===== src/logic/lmem_settings.svh =====
`ifndef LMEM_SETTINGS_SVH
`define LMEM_SETTINGS_SVH

// llr format
`define LMEM_LLR_W      6    // bits per llr, two's complement
`define LMEM_LLR_MAX    31   // clip magnitude

// quasi-cyclic geometry
`define LMEM_ROWS_P     4    // lanes per circulant block
`define LMEM_BLOCKS_NB  4    // circulant blocks per row word
`define LMEM_SYS_KB     3    // systematic blocks, first kb

// bank geometry
`define LMEM_DEPTH      8    // words per bank
`define LMEM_ADDR_W     3    // clog2 of depth
`define LMEM_SHIFT_W    2    // clog2 of rows_p

`endif

===== src/logic/lmem_pkg.sv =====
`default_nettype none

`include "lmem_settings.svh"

package lmem_pkg;

  typedef logic signed [`LMEM_LLR_W-1:0] llr_t;              // one llr
  typedef llr_t [`LMEM_ROWS_P-1:0] blk_word_t;                // lane j at index j
  typedef blk_word_t [`LMEM_BLOCKS_NB-1:0] row_word_t;        // block b at index b
  typedef logic [`LMEM_ADDR_W-1:0] addr_t;
  typedef logic [`LMEM_SHIFT_W-1:0] shift_t;
  typedef shift_t [`LMEM_BLOCKS_NB-1:0] shift_tab_t;          // one shift per block
  typedef logic [`LMEM_SYS_KB*`LMEM_ROWS_P-1:0] hd_word_t;    // bit b*p+j

  // four-phase config handshake
  typedef enum logic {CFG_IDLE, CFG_ACK} cfg_state_t;

  // golden file opcodes
  typedef enum logic [2:0] {OP_CFG, OP_WR, OP_LD, OP_RD, OP_UL} lmem_op_t;

endpackage

`default_nettype wire


===== src/logic/lmem_top.sv =====
`timescale 1ns/1ps
`default_nettype none

module lmem_top import lmem_pkg::*; (
  input  wire        clk,
  input  wire        rst,
  // shift config, four-phase
  input  wire        i_cfg_req,
  input  wire        i_cfg_layer,
  input  wire  [1:0] i_cfg_block,
  input  shift_t     i_cfg_shift,
  output logic       o_cfg_ack,
  // decoder write back
  input  wire        i_wr_en,
  input  wire        i_wr_layer,
  input  addr_t      i_wr_addr,    // also the load address
  input  row_word_t  i_wr_data,
  // channel load
  input  wire        i_load_en,
  input  row_word_t  i_load_data,
  // decoder read
  input  wire        i_rd_en,
  input  wire        i_rd_layer,
  input  addr_t      i_rd_addr,
  output row_word_t  o_rd_data,
  output logic       o_rd_valid,
  // hard decision unload
  input  wire        i_unload_en,
  input  addr_t      i_unload_addr,
  output hd_word_t   o_hd_data,
  output logic       o_hd_valid
);

  shift_tab_t shift_l0;
  shift_tab_t shift_l1;
  row_word_t  wr_row;     // saturated write or load word
  logic       we_a;
  logic       we_b;
  row_word_t  bank_a_rd;
  row_word_t  bank_b_rd;
  row_word_t  bank_b_ul;

  ////////////////////////////////////////////////////////////////////////////
  // control and write path
  ////////////////////////////////////////////////////////////////////////////
  lmem_shift_regs u_shift_regs (
    .clk(clk), .rst(rst),
    .i_cfg_req(i_cfg_req), .i_cfg_layer(i_cfg_layer),
    .i_cfg_block(i_cfg_block), .i_cfg_shift(i_cfg_shift),
    .o_cfg_ack(o_cfg_ack),
    .o_shift_l0(shift_l0), .o_shift_l1(shift_l1)
  );

  lmem_write_ctrl u_write_ctrl (
    .i_wr_en(i_wr_en), .i_wr_layer(i_wr_layer), .i_load_en(i_load_en),
    .i_wr_data(i_wr_data), .i_load_data(i_load_data),
    .o_we_a(we_a), .o_we_b(we_b), .o_data(wr_row)
  );

  ////////////////////////////////////////////////////////////////////////////
  // storage, a = layer 0 results, b = layer 1 results + channel
  ////////////////////////////////////////////////////////////////////////////
  lmem_llr_bank #(.UNLOAD_PORT(0)) u_bank_a (
    .clk(clk), .i_we(we_a), .i_wr_addr(i_wr_addr), .i_wr_data(wr_row),
    .i_rd_addr(i_rd_addr), .i_ul_addr('0),  // no unload port on a
    .o_rd_data(bank_a_rd), .o_ul_data()
  );

  lmem_llr_bank #(.UNLOAD_PORT(1)) u_bank_b (
    .clk(clk), .i_we(we_b), .i_wr_addr(i_wr_addr), .i_wr_data(wr_row),
    .i_rd_addr(i_rd_addr), .i_ul_addr(i_unload_addr),
    .o_rd_data(bank_b_rd), .o_ul_data(bank_b_ul)
  );

  ////////////////////////////////////////////////////////////////////////////
  // output paths
  ////////////////////////////////////////////////////////////////////////////
  lmem_read_align u_read_align (
    .clk(clk), .rst(rst), .i_rd_en(i_rd_en), .i_rd_layer(i_rd_layer),
    .i_bank_a(bank_a_rd), .i_bank_b(bank_b_rd),
    .i_shift_l0(shift_l0), .i_shift_l1(shift_l1),
    .o_rd_data(o_rd_data), .o_rd_valid(o_rd_valid)
  );

  lmem_hd_unload u_hd_unload (
    .clk(clk), .rst(rst), .i_unload_en(i_unload_en), .i_ul_data(bank_b_ul),
    .o_hd_data(o_hd_data), .o_hd_valid(o_hd_valid)
  );

endmodule

`default_nettype wire


===== src/logic/lmem_hd_unload.sv =====
`timescale 1ns/1ps
`default_nettype none

`include "lmem_settings.svh"

module lmem_hd_unload import lmem_pkg::*; (
  input  wire       clk,
  input  wire       rst,
  input  wire       i_unload_en,
  input  row_word_t i_ul_data,   // bank b, unrotated
  output hd_word_t  o_hd_data,
  output logic      o_hd_valid
);

  logic     ul_en_q;
  hd_word_t hd_bits;

  always_ff @(posedge clk) begin
    if (rst) begin
      ul_en_q    <= 1'b0;
      o_hd_valid <= 1'b0;
    end else begin
      ul_en_q    <= i_unload_en;  // matches bank read latency
      o_hd_valid <= ul_en_q;
    end
  end

  // hard decision = llr sign, systematic blocks only
  always_comb begin
    for (int b = 0; b < `LMEM_SYS_KB; b++) begin
      for (int j = 0; j < `LMEM_ROWS_P; j++) begin
        hd_bits[b*`LMEM_ROWS_P + j] = i_ul_data[b][j][`LMEM_LLR_W-1];
      end
    end
  end

  always_ff @(posedge clk) begin
    o_hd_data <= hd_bits;
  end

endmodule

`default_nettype wire


===== src/logic/lmem_read_align.sv =====
`timescale 1ns/1ps
`default_nettype none

`include "lmem_settings.svh"

module lmem_read_align import lmem_pkg::*; (
  input  wire        clk,
  input  wire        rst,
  input  wire        i_rd_en,
  input  wire        i_rd_layer,
  input  row_word_t  i_bank_a,     // layer 0 results
  input  row_word_t  i_bank_b,     // layer 1 results and channel llrs
  input  shift_tab_t i_shift_l0,
  input  shift_tab_t i_shift_l1,
  output row_word_t  o_rd_data,
  output logic       o_rd_valid
);

  logic       rd_en_q;     // aligned with bank output
  logic       rd_layer_q;
  row_word_t  sel_word;
  shift_tab_t sel_shift;
  row_word_t  rot_word;

  ////////////////////////////////////////////////////////////////////////////
  // stage 1, track the bank read
  ////////////////////////////////////////////////////////////////////////////
  always_ff @(posedge clk) begin
    if (rst) rd_en_q <= 1'b0;
    else     rd_en_q <= i_rd_en;
  end

  always_ff @(posedge clk) begin
    rd_layer_q <= i_rd_layer;
  end

  // layer 1 reads what layer 0 wrote
  assign sel_word  = rd_layer_q ? i_bank_a : i_bank_b;
  assign sel_shift = rd_layer_q ? i_shift_l1 : i_shift_l0;  // sampled as data leaves bank

  // cyclic lane rotation per block, out j <- in (j+s) mod p
  always_comb begin
    for (int b = 0; b < `LMEM_BLOCKS_NB; b++) begin
      for (int j = 0; j < `LMEM_ROWS_P; j++) begin
        rot_word[b][j] = sel_word[b][(j + int'(sel_shift[b])) % `LMEM_ROWS_P];
      end
    end
  end

  ////////////////////////////////////////////////////////////////////////////
  // stage 2, output register
  ////////////////////////////////////////////////////////////////////////////
  always_ff @(posedge clk) begin
    if (rst) o_rd_valid <= 1'b0;
    else     o_rd_valid <= rd_en_q;  // pulse, 2 cycles after i_rd_en
  end

  always_ff @(posedge clk) begin
    o_rd_data <= rot_word;
  end

endmodule

`default_nettype wire


===== src/logic/lmem_llr_bank.sv =====
`timescale 1ns/1ps
`default_nettype none

`include "lmem_settings.svh"

module lmem_llr_bank import lmem_pkg::*; #(
  parameter int UNLOAD_PORT = 0  // 1 -> extra read port for hard decisions
) (
  input  wire       clk,
  input  wire       i_we,
  input  addr_t     i_wr_addr,
  input  row_word_t i_wr_data,
  input  addr_t     i_rd_addr,
  input  addr_t     i_ul_addr,
  output row_word_t o_rd_data,
  output row_word_t o_ul_data
);

  row_word_t mem [`LMEM_DEPTH];

  // write and main read share the edge, read sees the old word
  always_ff @(posedge clk) begin
    if (i_we) mem[i_wr_addr] <= i_wr_data;
    o_rd_data <= mem[i_rd_addr];
  end

  generate
    if (UNLOAD_PORT != 0) begin : g_ul_port
      row_word_t ul_q;
      always_ff @(posedge clk) begin
        ul_q <= mem[i_ul_addr];  // same 1-cycle latency as rd port
      end
      assign o_ul_data = ul_q;
    end else begin : g_no_ul_port
      assign o_ul_data = '0;
    end
  endgenerate

endmodule

`default_nettype wire


===== src/logic/lmem_write_ctrl.sv =====
`timescale 1ns/1ps
`default_nettype none

`include "lmem_settings.svh"

module lmem_write_ctrl import lmem_pkg::*; (
  input  wire       i_wr_en,
  input  wire       i_wr_layer,   // 0 -> bank a, 1 -> bank b
  input  wire       i_load_en,    // channel llrs, always bank b
  input  row_word_t i_wr_data,
  input  row_word_t i_load_data,
  output logic      o_we_a,
  output logic      o_we_b,
  output row_word_t o_data
);

  localparam llr_t LLR_POS = llr_t'(`LMEM_LLR_MAX);
  localparam llr_t LLR_NEG = -LLR_POS;  // symmetric range, -32 never stored

  row_word_t sel_data;

  // clip one lane to +-llr_max
  function automatic llr_t sat_llr(input llr_t v);
    if (v > LLR_POS) return LLR_POS;
    if (v < LLR_NEG) return LLR_NEG;
    return v;
  endfunction

  assign sel_data = i_load_en ? i_load_data : i_wr_data;  // load wins

  always_comb begin
    for (int b = 0; b < `LMEM_BLOCKS_NB; b++) begin
      for (int j = 0; j < `LMEM_ROWS_P; j++) begin
        o_data[b][j] = sat_llr(sel_data[b][j]);
      end
    end
  end

  // bank routing, write dropped when a load is present
  assign o_we_a = i_wr_en & ~i_load_en & ~i_wr_layer;
  assign o_we_b = i_load_en | (i_wr_en & i_wr_layer);

endmodule

`default_nettype wire


===== src/logic/lmem_shift_regs.sv =====
`timescale 1ns/1ps
`default_nettype none

module lmem_shift_regs import lmem_pkg::*; (
  input  wire        clk,
  input  wire        rst,
  input  wire        i_cfg_req,
  input  wire        i_cfg_layer,  // 0 -> l0 table, 1 -> l1 table
  input  wire  [1:0] i_cfg_block,
  input  shift_t     i_cfg_shift,
  output logic       o_cfg_ack,
  output shift_tab_t o_shift_l0,
  output shift_tab_t o_shift_l1
);

  cfg_state_t state;

  ////////////////////////////////////////////////////////////////////////////
  // handshake fsm, table write on req accept
  ////////////////////////////////////////////////////////////////////////////
  always_ff @(posedge clk) begin
    if (rst) begin
      state      <= CFG_IDLE;
      o_shift_l0 <= '0;  // no rotation out of reset
      o_shift_l1 <= '0;
    end else begin
      case (state)
        CFG_IDLE: begin
          if (i_cfg_req) begin  // first edge with req -> take entry
            if (i_cfg_layer) begin
              o_shift_l1[i_cfg_block] <= i_cfg_shift;
            end else begin
              o_shift_l0[i_cfg_block] <= i_cfg_shift;
            end
            state <= CFG_ACK;
          end
        end
        CFG_ACK: begin
          if (!i_cfg_req) state <= CFG_IDLE;  // host dropped req, release ack
        end
        default: state <= CFG_IDLE;
      endcase
    end
  end

  assign o_cfg_ack = (state == CFG_ACK);  // held until req falls

endmodule

`default_nettype wire


===== config.mk =====
export PLATFORM = sky130hd
export DESIGN_NAME = lmem_top
export DESIGN_NICKNAME = d
export VERILOG_FILES = /design/src/logic/lmem_pkg.sv /design/src/logic/lmem_top.sv /design/src/logic/lmem_hd_unload.sv /design/src/logic/lmem_read_align.sv /design/src/logic/lmem_llr_bank.sv /design/src/logic/lmem_write_ctrl.sv /design/src/logic/lmem_shift_regs.sv
export VERILOG_INCLUDE_DIRS = /design/src /design/src/logic
export SDC_FILE = /design/constraint.sdc
export NUM_CORES = 2
export LEC_CHECK = 0
export BUFFER_PORTS_ARGS = -buffer_cell sky130_fd_sc_hd__buf_2
export CAP_MARGIN = 20
export CORE_MARGIN = 2
export CORE_UTILIZATION = 44
export CTS_CLUSTER_DIAMETER = 60
export DETAILED_ROUTE_END_ITERATION = 10
export PLACE_DENSITY_LB_ADDON = 0.05
export RECOVER_POWER = 100
export SLEW_MARGIN = 20
export SYNTH_ARGS = -nofsm -noshare
export SYNTH_HDL_FRONTEND = slang
export SYNTH_SLANG_ARGS = --single-unit

===== constraint.sdc =====
create_clock -name clk -period 21.3 [get_ports clk]
set_clock_uncertainty 0.2 [all_clocks]
set_input_delay 0 -clock clk [delete_from_list [all_inputs] [get_ports clk]]
set_output_delay 0 -clock clk [all_outputs]
set_load 0.03 [all_outputs]

==> results.tsv <==
metric	value	unit
status	finished, violations left	
worstPathArrival	11.55	ns
grt.total_usage	21.2	%
hold_slack	0.0554	ns
fillers	12900	
final_cell_mix	1536 x edfxtp_1, 334 x dfxtp_1, 297 x mux2_2	
clk_latency	0.81	ns
cellPowerDensity	96.9	nW/um2
avgSynthCellArea	21.5	um2
num_io_pins	326	
dr_total_vias	35200	
nNetsFinal	4266	
ys.flop_type	edfxtp_1	
clk_pin_slew_worst_paths	0.06	ns
grt_start_max_net_pins	106	
vias_per_cell	5.52	
areaGrowthSynthToFinish	17.7	%
post_cts_buffers	0	
cts_buffers	197	
ant_nets	0	
post-route-min-period	11.62	ns
rrSetupSlack	11.14	ns
clockBufferDepth	3	
grt_pass1_vias	38000	
gp_congestion	0.762	
max_slew_margin	-535	%
synth-edff-count	1536	
startpoint_type	primary input	
path_class	in2reg	
cp-end-kind	register	
seq_power_share	51.5	%
vdd_ir_drop_max	0.0000840	V
drive_gt1_share	23.7	%
critical_path.top_delay_family	buffers and inverters	
violations	capacitance limit, slew limit	
clock-sinks	1870	
ys_types	32	
hold_viol	0	
yosysWarnings	0	
setup_viol	0	
drtIter0Drc	2787	
cts_resized	0	
pwr-share-comb	7.8	%
finalMaxSlewViolations	2043	
slowest_stage	clkbuf_1	
netlist_instances	3340	
grt_overflow	0	
rr_worst_depth	4	
cts_tree	done	
drt_first_pass_iters	5	
path_common_cell	clkbuf_1	
crit_chain	clkbuf_1 -> a21o_1 -> dlygate4sd3_1 -> nand2b_1 -> nor2_1 -> clkbuf_1	
htreeDepth	4	
r2r_end	u_read_align.o_rd_data[53]	
hold_class	in2reg	
clk_root_buffer_cell	clkbuf_16	
finalWirelength	178000	um
yosysSeqAreaShare	73.4	%
max_stage_delay	6.19	ns
die-area	167000	um2
r2r_start	u_read_align.rd_layer_q	
ys_seq_elements	1870	
rsz0062_at_grt	no	
syn_area	71900	um2
core_area	163000	um2
fin_tns_setup	0	ns
initial_core_util	44.2	%
switching_share	22.2	%
grt_pass1_wl	256000	um
crit_start	i_load_en	
endpoint	u_bank_b.mem[4][66]	
wl_per_cell	27.9	um
crit_fanout	85	
switching_power	1.82	mW
crit_cells	6	
p_leak	28.4	nW
drc_errors	0	
worstPathRequired	21.23	ns
num_rows	148	
crit_buf_inv	3	
hpwl	88700	um
holdBufCountCts	285	
internal_power	6.38	mW
antenna_found_initial	7	
p_clk_share	40.7	%
timing.fmax	86.1	MHz
maxCapViolations	41	
numPortBuffers	325	
final_common_cell	edfxtp_1	
fin_crit_sh	54.5	%
worst_pin_slew	9.53	ns
die_h	408	um
syn_nets	3571	
die_w	408	um
ys_async_sr_fraction	0	%
[worst register-to-register path, stage by stage, from the launching register on]
cell      delay (ns)
dfxtp_1         1.32
clkbuf_1        6.01
mux2_1          1.81
mux2i_1         0.31
mux2i_1         0.37
[cell families after synthesis]
group	Yosys count	share of synthesized area [%]
compound gates	65	0.539
fa+ha+maj	16	0.278
buf+inv	184	1.56
flops	1870	73.4
mux	988	22.7
simple gates	217	1.50
[flip-flops by register name, indices dropped and copies added (netlist names)]
register and flops:
u_bank_a.mem 768, u_bank_a.o_rd_data 96, u_bank_b.mem 768, u_bank_b.o_rd_data 96
u_bank_b.o_ul_data 12, u_hd_unload.o_hd_data 12, u_hd_unload.o_hd_valid 1, u_hd_unload.ul_en_q 1
u_read_align.o_rd_data 96, u_read_align.o_rd_valid 1, u_read_align.rd_en_q 1, u_read_align.rd_layer_q 1
u_shift_regs.o_cfg_ack 1, u_shift_regs.o_shift_l0 8, u_shift_regs.o_shift_l1 8
[synth_stat cells, types with 4 or more instances]
master / count / area, um2
buf_1: 13 / 48.8
nor3_1: 5 / 25.0
nand2_1: 19 / 71.3
a21oi_1: 32 / 160
nand2b_1: 4 / 25.0
buf_8: 4 / 60.1
mux2i_4: 4 / 90.1
mux2_2: 304 / 3420
edfxtp_1: 1536 / 46100
nand3_1: 17 / 85.1
dfxtp_1: 334 / 6690
o21ai_0: 16 / 80.1
buf_6: 38 / 428
nor2_1: 93 / 349
inv_1: 16 / 60.1
buf_2: 56 / 280
a211o_1: 16 / 140
nor2b_1: 22 / 138
mux4_2: 165 / 3720
mux4_1: 243 / 6380
mux2i_1: 272 / 2720
buf_4: 9 / 67.6
ha_1: 16 / 200
nand3b_1: 18 / 135
clkbuf_1: 48 / 180
nor4_1: 32 / 200
[stage by stage]
step | util, % | instances | total power, mW | cell area (um2) | worst slack [ns]
2_1_floorplan | - | 3340 | 4.66 | 71900 | 13.27
3_3_place_gp | 46.7 | 5722 | 4.86 | 75900 | 17.46
3_5_place_dp | 46.7 | 5722 | 4.89 | 75900 | 17.42
4_1_cts | 52.3 | 6378 | 8.28 | 85100 | 17.22
5_1_grt | 52.1 | 6384 | 8.48 | 84700 | 8.89
6_report | 52.1 | 6385 | 8.20 | 84700 | 9.68
[how the worst min path moves through the flow]
stage,start,to,slack [ns],depth (start not counted)
after floorplan,i_rd_layer,u_read_align.rd_layer_q,-0.17,0
after global placement,i_rd_layer,u_read_align.rd_layer_q,-0.08,1
after detailed placement,i_rd_layer,u_read_align.rd_layer_q,-0.08,1
after CTS,i_load_en,u_bank_b.mem[5][46],0.006,3
after global routing,i_load_data[51],u_bank_a.mem[5][51],0.05,3
final,i_unload_addr[0],u_bank_b.o_ul_data[17],0.06,3
[power by group through the flow]
stage	logic [mW]	registers, mW	clock network [mW]
5_1_grt	0.685	4.24	3.56
3_5_place_dp	0.592	4.29	0
3_3_place_gp	0.572	4.29	0
2_1_floorplan	0.334	4.33	0
6_report	0.638	4.23	3.34
4_1_cts	0.648	4.22	3.42
[layout make-up]
class | count | area (um2) | share of cell area, %
Clock buffer | 278 | 5620 | 6.64
Tap cell | 2175 | 2720 | 3.21
Multi-Input combinational cell | 1286 | 18100 | 21.3
Timing Repair Buffer | 664 | 4640 | 5.48
Inverter | 16 | 60.1 | 0.0709
Antenna cell | 3 | 7.51 | 0.00886
Clock inverter | 93 | 743 | 0.878
Sequential cell | 1870 | 52800 | 62.4
[per-layer routing]
layer  GRT usage [%]  up-vias  share of wire [%]
li1                -    15300                  -
met1            28.9    18800                 44
met2            36.1      858                 50
met3            3.08      258                4.2
met4            4.82        4                1.9
met5               0        -              0.013
Power figures use the tool's default switching activity.
